File: src/hw/core_pkg.sv
`default_nettype none
// ------------------------------
// Core front end package
// Widths, reset PC, fetch buffer sizing and the structs passed
// between fetch, buffer and instruction align
// ------------------------------
package core_pkg;

    // ------------------------------
    // Sizes and constants
    localparam int XLEN       = 32;                    // Data and PC width
    localparam int FBUF_DEPTH = 8;                     // Buffer capacity, halfwords
    localparam int FBUF_CNT_W = 4;                     // Occupancy count width
    localparam int FBUF_PTR_W = 3;                     // Read/write pointer width

    localparam logic [XLEN-1:0] PC_RESET_ADDRESS = 32'h1000_0000; // Word aligned

    // Highest occupancy at which fetch may still ask for a word
    localparam logic [FBUF_CNT_W-1:0] FBUF_FILL_MAX = FBUF_CNT_W'(FBUF_DEPTH - 2);

    // ------------------------------
    // Fetch buffer payload
    typedef struct packed {
        logic [15:0] data;                             // Halfword of instruction
        logic        err;                              // Bus error on its word
    } fetch_hw_t;

    typedef struct packed {
        logic [1:0]      cnt;                          // Halfwords pushed, 0..2
        fetch_hw_t [1:0] hw;                           // hw[0] is the lower address
    } fetch_push_t;

    // ------------------------------
    // Instruction memory bus
    typedef struct packed {
        logic            req;                          // Request, held until gnt
        logic [XLEN-1:0] addr;                         // Word address
    } imem_req_t;

    typedef struct packed {
        logic            gnt;                          // Request accepted
        logic            err;                          // Response error
        logic [XLEN-1:0] rdata;                        // Read data, same cycle as gnt
    } imem_rsp_t;

    // Control flow change, valid/ack
    typedef struct packed {
        logic            valid;                        // Redirect wanted
        logic [XLEN-1:0] target;                       // New PC, halfword aligned
    } cf_req_t;

    // Issue port toward decode
    typedef struct packed {
        logic            valid;                        // Instruction present
        logic [31:0]     instr;                        // Upper half zero if 16-bit
        logic [XLEN-1:0] pc;                           // Address of instruction
        logic            i16bit;                       // Compressed encoding
        logic            ferr;                         // Fetch error on any part
    } issue_t;

endpackage
`default_nettype wire
File: src/hw/core_fetch_top.sv
`timescale 1ns/1ps
`default_nettype none
// ------------------------------
// Core front end
// Fetch unit, fetch buffer and instruction align
// ------------------------------
module core_fetch_top (
    input  logic                g_clk,        // Clock
    input  logic                rst_n,        // Sync reset, active low
    input  core_pkg::cf_req_t   cf,           // Control flow change request
    output logic                cf_ack,       // Redirect taken
    output core_pkg::imem_req_t imem,         // Instruction memory request
    input  core_pkg::imem_rsp_t imem_rsp,     // Instruction memory response
    input  logic                issue_ready,  // Decode accepts
    output core_pkg::issue_t    issue         // Issued instruction
);

    // ------------------------------
    // Inner wiring
    core_pkg::fetch_push_t           push;    // Fetch to buffer
    core_pkg::fetch_hw_t [1:0]       head;    // Buffer to align
    logic [core_pkg::FBUF_CNT_W-1:0] count;   // Buffer occupancy
    logic                            eat_2;   // Align retires one halfword
    logic                            eat_4;   // Align retires two halfwords

    // ------------------------------
    // Producer
    core_fetch_unit u_fetch_unit (
        .g_clk    (g_clk),
        .rst_n    (rst_n),
        .cf       (cf),
        .cf_ack   (cf_ack),
        .imem     (imem),
        .imem_rsp (imem_rsp),
        .count    (count),
        .push     (push)
    );

    // Buffer, flushed by the ack pulse
    core_fetch_buffer u_fetch_buffer (
        .g_clk (g_clk),
        .rst_n (rst_n),
        .flush (cf_ack),
        .push  (push),
        .eat_2 (eat_2),
        .eat_4 (eat_4),
        .head  (head),
        .count (count)
    );

    // Consumer, decode intake
    core_instr_align u_instr_align (
        .g_clk       (g_clk),
        .rst_n       (rst_n),
        .flush       (cf_ack),
        .cf_target   (cf.target),
        .head        (head),
        .count       (count),
        .issue_ready (issue_ready),
        .eat_2       (eat_2),
        .eat_4       (eat_4),
        .issue       (issue)
    );

endmodule
`default_nettype wire

File: src/hw/core_instr_align.sv
`timescale 1ns/1ps
`default_nettype none
// ------------------------------
// Instruction align
// Finds 16 or 32-bit instructions at the buffer head, loads the
// issue register and tracks the issue PC
// ------------------------------
module core_instr_align (
    input  logic                            g_clk,        // Clock
    input  logic                            rst_n,        // Sync reset, active low
    input  logic                            flush,        // Redirect acknowledged
    input  logic [core_pkg::XLEN-1:0]       cf_target,    // Redirect PC
    input  core_pkg::fetch_hw_t [1:0]       head,         // Oldest two halfwords
    input  logic [core_pkg::FBUF_CNT_W-1:0] count,        // Buffer occupancy
    input  logic                            issue_ready,  // Decode accepts
    output logic                            eat_2,        // Took a 16-bit instr
    output logic                            eat_4,        // Took a 32-bit instr
    output core_pkg::issue_t                issue         // Issued instruction
);

    // ------------------------------
    // Length detect
    logic                      is32;        // Head starts a 32-bit instr
    logic                      complete;    // All its halfwords buffered
    logic                      load;        // Issue register loads
    logic [core_pkg::XLEN-1:0] pc_q;        // PC of instruction at head
    logic [core_pkg::XLEN-1:0] pc_step;     // Head PC plus length

    logic                      vld_q;       // Issue register full
    logic [31:0]               instr_q;     // Issued instruction word
    logic [core_pkg::XLEN-1:0] ipc_q;       // Issued PC
    logic                      i16_q;       // Issued is compressed
    logic                      ferr_q;      // Issued had a fetch error

    assign is32 = head[0].data[1:0] == 2'b11;   // RVC uses 00, 01, 10

    always_comb begin
        if (is32) begin
            complete = count >= 2'd2;
        end else begin
            complete = count >= 2'd1;
        end
    end

    // Free register or one being taken this edge
    assign load  = complete && (!vld_q || issue_ready);
    assign eat_2 = load && !is32;
    assign eat_4 = load && is32;

    assign pc_step = pc_q + (is32 ? 3'd4 : 3'd2);

    // ------------------------------
    // Control state
    always_ff @(posedge g_clk) begin
        if (!rst_n) begin
            vld_q <= 1'b0;
            pc_q  <= core_pkg::PC_RESET_ADDRESS;
        end else if (flush) begin
            vld_q <= 1'b0;                      // Drop instruction in flight
            pc_q  <= cf_target;                 // Restart at target
        end else if (load) begin
            vld_q <= 1'b1;
            pc_q  <= pc_step;
        end else if (issue_ready) begin
            vld_q <= 1'b0;                      // Taken, nothing to replace it
        end
    end

    // ------------------------------
    // Issue payload
    always_ff @(posedge g_clk) begin
        if (load) begin
            instr_q <= is32 ? {head[1].data, head[0].data} : {16'h0000, head[0].data};
            ipc_q   <= pc_q;
            i16_q   <= !is32;
            ferr_q  <= head[0].err || (is32 && head[1].err); // Any part errored
        end
    end

    assign issue = '{valid:  vld_q,
                     instr:  instr_q,
                     pc:     ipc_q,
                     i16bit: i16_q,
                     ferr:   ferr_q};

endmodule
`default_nettype wire

File: src/hw/core_fetch_buffer.sv
`timescale 1ns/1ps
`default_nettype none
// ------------------------------
// Fetch buffer
// Circular halfword FIFO, up to two pushes and two pops a cycle,
// flushed on a redirect
// ------------------------------
module core_fetch_buffer (
    input  logic                            g_clk,    // Clock
    input  logic                            rst_n,    // Sync reset, active low
    input  logic                            flush,    // Drop all entries
    input  core_pkg::fetch_push_t           push,     // From fetch
    input  logic                            eat_2,    // Retire one halfword
    input  logic                            eat_4,    // Retire two halfwords
    output core_pkg::fetch_hw_t [1:0]       head,     // head[0] is the oldest
    output logic [core_pkg::FBUF_CNT_W-1:0] count     // Occupancy
);

    // ------------------------------
    // Storage and pointers
    core_pkg::fetch_hw_t mem [core_pkg::FBUF_DEPTH]; // Halfword slots

    logic [core_pkg::FBUF_PTR_W-1:0] wr_ptr;        // Next free slot
    logic [core_pkg::FBUF_PTR_W-1:0] rd_ptr;        // Oldest entry
    logic [core_pkg::FBUF_PTR_W-1:0] wr_ptr_1;      // Slot after wr_ptr
    logic [core_pkg::FBUF_PTR_W-1:0] rd_ptr_1;      // Entry after rd_ptr
    logic [1:0]                      pop_cnt;       // Halfwords retired

    // Depth is a power of two, pointers wrap by themselves
    assign wr_ptr_1 = wr_ptr + 1'b1;
    assign rd_ptr_1 = rd_ptr + 1'b1;

    always_comb begin
        if (eat_4) begin
            pop_cnt = 2'd2;
        end else if (eat_2) begin
            pop_cnt = 2'd1;
        end else begin
            pop_cnt = 2'd0;
        end
    end

    // ------------------------------
    // Write side
    always_ff @(posedge g_clk) begin
        if (push.cnt != 2'd0) begin
            mem[wr_ptr] <= push.hw[0];              // Lower address first
        end
        if (push.cnt == 2'd2) begin
            mem[wr_ptr_1] <= push.hw[1];
        end
    end

    // ------------------------------
    // Read side
    // Slots past count hold stale data, align checks count
    assign head[0] = mem[rd_ptr];
    assign head[1] = mem[rd_ptr_1];

    // ------------------------------
    // Pointers and occupancy
    always_ff @(posedge g_clk) begin
        if (!rst_n) begin
            wr_ptr <= '0;
            rd_ptr <= '0;
            count  <= '0;
        end else if (flush) begin
            wr_ptr <= '0;                           // Flush wins over push and pop
            rd_ptr <= '0;
            count  <= '0;
        end else begin
            wr_ptr <= wr_ptr + push.cnt;
            rd_ptr <= rd_ptr + pop_cnt;
            count  <= count + push.cnt - pop_cnt;   // Net change this edge
        end
    end

endmodule
`default_nettype wire

File: src/hw/core_fetch_unit.sv
`timescale 1ns/1ps
`default_nettype none
// ------------------------------
// Fetch unit
// Keeps the fetch word address, runs requests on the instruction
// bus, acknowledges redirects and pushes halfwords to the buffer
// ------------------------------
module core_fetch_unit (
    input  logic                            g_clk,     // Clock
    input  logic                            rst_n,     // Sync reset, active low
    input  core_pkg::cf_req_t               cf,        // Control flow change request
    output logic                            cf_ack,    // Redirect taken this cycle
    output core_pkg::imem_req_t             imem,      // Instruction memory request
    input  core_pkg::imem_rsp_t             imem_rsp,  // Instruction memory response
    input  logic [core_pkg::FBUF_CNT_W-1:0] count,     // Buffer occupancy
    output core_pkg::fetch_push_t           push       // Halfwords into the buffer
);

    // ------------------------------
    // State
    logic [core_pkg::XLEN-1:0]       fetch_addr;   // Word address being fetched
    logic                            req_pend;     // Request out on the bus
    logic                            drop_hw;      // Skip low half of next word

    logic                            gnt;          // Our request granted
    logic                            take;         // Grant kept, not redirected
    logic                            req_next;     // Request in the next cycle
    logic [core_pkg::FBUF_CNT_W-1:0] cnt_bound;    // Occupancy after this edge, no pops
    logic                            room;         // Buffer can take another word

    assign imem.req  = req_pend;                   // Held until a grant
    assign imem.addr = fetch_addr;                 // Only moves on grant or ack

    assign gnt = req_pend && imem_rsp.gnt;

    // Ack when nothing is outstanding, or the outstanding word
    // is granted now and gets dropped
    assign cf_ack = cf.valid && (!req_pend || imem_rsp.gnt);

    assign take = gnt && !cf_ack;

    // ------------------------------
    // Halfword push
    always_comb begin
        push = '0;                                 // Nothing by default
        if (take) begin
            push.cnt          = drop_hw ? 2'd1 : 2'd2;      // Odd target skips one
            push.hw[0].data   = drop_hw ? imem_rsp.rdata[31:16]
                                        : imem_rsp.rdata[15:0];
            push.hw[0].err    = imem_rsp.err;
            push.hw[1].data   = imem_rsp.rdata[31:16];      // Ignored when cnt is 1
            push.hw[1].err    = imem_rsp.err;
        end
    end

    // ------------------------------
    // Request sequencing
    // Pops are ignored here so the bound can only be high,
    // never low, and the buffer cannot overflow
    assign cnt_bound = count + {{(core_pkg::FBUF_CNT_W-2){1'b0}}, push.cnt};
    assign room      = cnt_bound <= core_pkg::FBUF_FILL_MAX;

    always_comb begin
        if (cf_ack) begin
            req_next = 1'b0;                       // Restart after redirect
        end else if (req_pend && !imem_rsp.gnt) begin
            req_next = 1'b1;                       // Hold until granted
        end else if (cf.valid) begin
            req_next = 1'b0;                       // No new word during redirect
        end else begin
            req_next = room;                       // Next word if it fits
        end
    end

    always_ff @(posedge g_clk) begin
        if (!rst_n) begin
            fetch_addr <= core_pkg::PC_RESET_ADDRESS;
            req_pend   <= 1'b0;
            drop_hw    <= 1'b0;
        end else begin
            req_pend <= req_next;
            if (cf_ack) begin
                fetch_addr <= {cf.target[core_pkg::XLEN-1:2], 2'b00}; // Word of target
                drop_hw    <= cf.target[1];        // Upper half start
            end else if (gnt) begin
                fetch_addr <= fetch_addr + 3'd4;   // Next word
                drop_hw    <= 1'b0;
            end
        end
    end

endmodule
`default_nettype wire

File: config.mk
export PLATFORM = sky130hd
export DESIGN_NAME = core_fetch_top
export DESIGN_NICKNAME = d
export VERILOG_FILES = /design/src/hw/core_pkg.sv /design/src/hw/core_fetch_top.sv /design/src/hw/core_instr_align.sv /design/src/hw/core_fetch_buffer.sv /design/src/hw/core_fetch_unit.sv
export SDC_FILE = /design/constraint.sdc
export NUM_CORES = 1
export LEC_CHECK = 0
export ABC_AREA = 0
export ABC_CLOCK_PERIOD_IN_PS = 9780
export BUFFER_PORTS_ARGS = -buffer_cell sky130_fd_sc_hd__buf_2
export CORE_AREA = 2 2 293 150
export DETAILED_ROUTE_END_ITERATION = 10
export DIE_AREA = 0 0 295 152
export SETUP_SLACK_MARGIN = 0.1
export SLEW_MARGIN = 20
export SYNTH_ARGS = -nofsm -noshare
export SYNTH_HDL_FRONTEND = slang
export SYNTH_SLANG_ARGS = --single-unit
File: constraint.sdc
create_clock -name g_clk -period 9.78 [get_ports g_clk]
set_input_delay 0.978 -clock g_clk [delete_from_list [all_inputs] [get_ports g_clk]]
set_output_delay 0.978 -clock g_clk [all_outputs]
set_load 0.01 [all_outputs]
# Word-level counts from Yosys, hierarchy flattened
# Memory sizes are Yosys's and may differ from the RTL's. A register that Yosys moved wholly into a read port is not among the register bits.
# Index checks and enable logic that the tools add are counted.
word_totals:
  regBits: 143
  latch_bits: 0
  ramBits: 136
  rom_bits: 0
  input_bits: 70
  output_inout_bits: 101
  wordCells: 72
  mem_count: 1
classes:
  n_addsub: 8
  n_mul: 0
  div: 0
  order_cmp: 3
  n_eq_ne: 2
  n_shift: 0
  n_mux: 22
  bitwise: 1
  n_reduce_logical: 21
mem_list:
  columns: ["memory", "depth", "width", "rd", "rd_ports_with_merged_regs", "wr", "line_no", "rtl"]
  rows:
  - ["u_fetch_buffer.mem", 8, 17, 2, 1, 2, "core_fetch_buffer.sv:21", "core_pkg::fetch_hw_t mem [core_pkg::FBUF_DEPTH];"]
op_table:
  columns: ["operator", "n"]
  rows:
  - ["$mux W32", 4]
  - ["$mux W36", 1]
  - ["$add A32 B3 Y32 const B", 1]
  - ["$add A32 B32 Y32", 1]
  - ["$mux W16", 1]
  - ["$mux W1", 12]
  - ["$logic_and A1 B1 Y1", 8]
  - ["$reduce_bool A2 Y1", 4]
  - ["$add A3 B1 Y3 const B", 2]
  - ["$add A3 B2 Y3", 2]
  - ["$mux W3", 2]
  - ["$logic_not A1 Y1", 5]
  - ["$add A4 B2 Y4", 1]
  - ["$eq A2 B2 Y1 const B", 2]
  - ["$ge A4 B1 Y1 const B", 1]
  - ["$ge A4 B2 Y1 const B", 1]
  - ["$le A4 B3 Y1 const B", 1]
  - ["$mux W2", 2]
  - ["$sub A4 B2 Y4", 1]
  - ["$logic_or A1 B1 Y1", 3]
  - ["$reduce_or A2 Y1", 1]
  - ["$not A1 Y1", 1]

# Longest topological paths before layout
logic_depth:
  depth_word: 10
  mapped_depth: 14
  mapped_depth_nobuf: 11

# Cells and area by module
# A second synthesis with hierarchy kept.
hier_totals:
  cells_unflattened: 1110
  hier_area_um2: 14864.3
modules_own_cells:
  columns: ["mod", "instances", "cells_per_inst", "area_each_um2", "seq_area_each_um2"]
  rows:
  - ["core_fetch_buffer", 1, 482, 8504.4, 4284.1]
  - ["core_instr_align", 1, 344, 4131.5, 2642.5]
  - ["core_fetch_unit", 1, 284, 2228.4, 640.6]

# Worst setup path before layout
# Ideal clock, no wire load.
synth_path:
  kind: "input to register"
  start: "in issue_ready"
  end: "reg u_fetch_buffer.count[3] in the netlist's numbering"
  setup_time_ns: 0.120
  arrival_ns: 4.255
  required_ns: 9.660
  setup_slack_ns: 5.405
  path_stages: 10
  n_path_buf: 0
  cell_sequence: "nand2b_1 -> inv_1 -> nor2_1 -> nor2_2 -> inv_1 -> nand2_1 -> ha_1 -> a211oi_1 -> xor2_1 -> nor2_1"
synth_via:
  elab_chain_cells: 6
  elab_cells_between_ends: 7
  classes_between: "add/sub: 1; mux: 2; reduce/logical: 4"
synth_lines:
  columns: ["element", "line_no", "rtl"]
  rows:
  - ["start: declaration", "core_fetch_top.sv:14", "input logic issue_ready,"]
  - ["$logic_or A1 B1 Y1 (*)", "core_instr_align.sv:46", "assign load = complete && (!vld_q || issue_ready);"]
  - ["$logic_and A1 B1 Y1 (*)", "core_instr_align.sv:46", null]
  - ["named net u_instr_align.load", "core_instr_align.sv:25", "logic load;"]
  - ["$logic_and A1 B1 Y1", "core_instr_align.sv:47", "assign eat_2 = load && !is32;"]
  - ["$mux W1", "core_fetch_buffer.sv:36", "end else if (eat_2) begin"]
  - ["$mux W2 (*)", "core_fetch_buffer.sv:34", "if (eat_4) begin"]
  - ["$sub A4 B2 Y4 (*)", "core_fetch_buffer.sv:74", "count <= count + push.cnt - pop_cnt;"]
  - ["end signal: assignment", "core_fetch_buffer.sv:74", null]
  - ["end: declaration", "core_fetch_buffer.sv:16", "output logic [core_pkg::FBUF_CNT_W-1:0] count"]
# Mark *: on every way through the listed nets, which the timed path passes. The rest lies on a longest branch.
# A chain may end at the register's enable or synchronous reset.

==> out/metrics.cfg <==
[status]
status = finished, final reports clean

[global_routing]
track_usage_pct = 20.52
antenna_found_initial = 3
grt_max_degree = 86
grt_pass1_wl_um = 69280
first_global_vias = 10540
gr-total-overflow = 0

[cts]
htree_levels = 1
cts_sinks = 277
cts_buffer_depth = 3
cts_tree = built
path_clk_slew_ns = 0.07
holdBufCountCts = 0
cts-root-buf = clkbuf_16
clk_latency_ns = 0.57
cts_made_buffers = 29
cts_resized = 0
postCtsSetupRepairBufs = 0

[sta]
max_freq_ghz = 0.2521
fin_ws_ns = 5.813
whs_ns = 0.4440
setup_viol = 0
drv_slew = 0
finalCriticalPeriod_ns = 3.967
worst_pin_slew_ns = 1.045
finalHoldViolations = 0
setup_tns_ns = 0
post-route-period-util_pct = 40.56
clock-skew-final_ns = 0.01709
rsz0062_at_grt = no
slew_headroom_pct = 29.78

[finish]
postLayoutCellArea_mm2 = 0.01669
drive_gt1_share_pct = 24.25
fillCellCount = 4098
diodes = 0
nets = 1495
area_growth_pct = 16.87
instances_no_fill = 2019

[critical_path]
worstRegToRegCells = 12
startpoint_type = flop
r2r_slack_ns = 5.81
rr_endpoint = u_instr_align.pc_q[29]$_SDFFE_PN0P_
critPathMaxFanout = 32
worstPathArrival_ns = 4.39
critical_path_class = flop to flop
required_ns = 10.20
r2r-start = u_fetch_buffer.rd_ptr[0]$_SDFF_PP0_
end_kind = flop

[pwr]
power.density_mw_per_mm2 = 243.2
ir_drop_mv = 0.2272
p_leak_nw = 6.131

[yosys]
synth_common_cells = 254 x nand2_1, 202 x edfxtp_1, 169 x a21oi_1, 86 x clkbuf_1, 75 x dfxtp_1
synth_area_leaders = edfxtp_1 42%, mux4_2 11%, dfxtp_1 11%
avgSynthCellArea_um2 = 11.00
syn_area_mm2 = 0.01428
synth_cells = 1298
yosysMostFrequentCell = nand2_1
ys_types = 56
yosysWarnings = 0
ys_seq_area_share_pct = 52.98
synth.largest_area_cell = edfxtp_1
synth_edf_count = 202
async_flop_share_pct = 0
synth_top_area_share_pct = 42.47
synth_ff_type = edfxtp_1
synth-seq-cells = 277

[min_path]
hold_depth = 0
min_from = u_instr_align.pc_q[0]$_SDFFE_PN0P_
min_to = u_instr_align.ipc_q[0]$_DFFE_PN_
hold_path.class = flop to flop

[flow_run]
max_cap_viol_count = 0

[placement]
place.gp.congestion = 0.8583
place_ws_ns = 5.832
post-place-cells = 1966
post_dp_cell_area_mm2 = 0.01565
io_buffers = 168
post-dp-hpwl_um = 30990

[floorplan]
std_cell_rows = 54
dieArea_mm2 = 0.04484
die_x_um = 295
start_util_pct = 33.50
core_area_mm2 = 0.04263
die_h_um = 152
pin_count = 171

[drt]
drtPass1Iterations = 5
wl_per_cell_um = 23.10
drcViolationCount = 0
viasPerCell = 5.504
vias = 11110
drtIter0Drc = 1457
drt-total-wl_um = 46650
ant_nets = 0

-- how the worst max path moves through the flow --
stage	start	to	cells after the start	slack, ns
final	u_fetch_buffer.rd_ptr[0]$_SDFF_PP0_	u_instr_align.pc_q[29]$_SDFFE_PN0P_	12	5.81
after global routing	u_fetch_buffer.rd_ptr[0]$_SDFF_PP0_	u_instr_align.pc_q[29]$_SDFFE_PN0P_	12	5.53
after CTS	u_fetch_buffer.rd_ptr[0]$_SDFF_PP0_	u_instr_align.pc_q[29]$_SDFFE_PN0P_	12	5.81
after detailed placement	u_fetch_buffer.rd_ptr[0]$_SDFF_PP0_	u_instr_align.pc_q[29]$_SDFFE_PN0P_	12	5.83
after global placement	u_fetch_buffer.rd_ptr[0]$_SDFF_PP0_	u_instr_align.pc_q[30]$_SDFFE_PN0P_	13	5.90
after floorplan	issue_ready	u_fetch_buffer.count[3]$_SDFF_PP0_	10	5.40
-- metrics by stage --
stage	total power, mW	utilization, %
4_1_cts	4.087	39.14
3_5_place_dp	2.873	36.71
2_1_floorplan	2.413	-
3_3_place_gp	2.858	36.71
5_1_grt	4.257	39.16
6_report	4.060	39.16
-- routing by layer --
metal / track usage, % / part of all wire (%) / vias to the layer above
li1: - / - / 4966
met1: 32.51 / 46 / 5477
met2: 27.57 / 40 / 596
met3: 5.632 / 12 / 70
met4: 3.863 / 1.7 / 4
met5: 0 / 0.045 / -
-- cell type report --
type | count | area [um2] | share of cell area (%)
Clock buffer | 35 | 833.3 | 4.992
Clock inverter | 18 | 202.7 | 1.214
Inverter | 20 | 76.32 | 0.4572
Multi-Input combinational cell | 886 | 6231 | 37.33
Sequential cell | 277 | 7571 | 45.35
Tap cell | 588 | 735.7 | 4.407
Timing Repair Buffer | 195 | 1044 | 6.251
-- report_power, final --
part / internal [mW] / leakage (nW) / switching, mW
Combinational: 0.438 / 3.10 / 0.740
Clock: 0.713 / 0.508 / 0.501
Sequential: 1.54 / 2.52 / 0.123
Total: 2.69 / 6.13 / 1.36
-- sequential cells by signal, summed over array words and instances, names as in the netlist, 3 cells and up --
name	flops
u_fetch_buffer.mem	136
u_instr_align.ipc_q	32
u_fetch_buffer.count	4
u_instr_align.instr_q	32
u_fetch_unit.fetch_addr	30
u_fetch_buffer.wr_ptr	3
u_fetch_buffer.rd_ptr	3
u_instr_align.pc_q	32
-- worst max-delay path, stage by stage (launching register included) --
cell,delay [ns]
dfxtp_4,0.69
mux4_2,0.57
mux2_4,0.33
nand2_1,0.12
ha_1,0.19
inv_1,0.07
fa_1,0.45
nor3_1,0.22
buf_4,0.21
nand4_1,0.22
a2111oi_1,0.50
xnor2_1,0.17
a21oi_1,0.09
-- cell usage in the layout (no fill, tap or decap), types with 33 or more instances in the layout --
cell,instances
edfxtp_1,202
mux2i_1,35
nand2_1,253
clkbuf_16,33
nor2_1,74
buf_2,168
dfxtp_1,74
xor2_1,35
o21ai_0,38
mux4_2,68
a21oi_1,164
-- kinds of logic after synthesis --
| group | count (synthesis) | synth area share, % |
|---|---|---|
| buffers and inverters | 136 | 3.854 |
| adder cells (fa/ha/maj) | 16 | 1.664 |
| AND/OR/NAND/NOR | 418 | 12.42 |
| flip-flops | 277 | 52.98 |
| XOR/XNOR | 56 | 3.434 |
| other | 1 | 0.02625 |
| multiplexers | 119 | 14.49 |
| AO/OA/AOI/OAI | 275 | 11.13 |
Note: power is estimated with default switching activity, not from simulation.
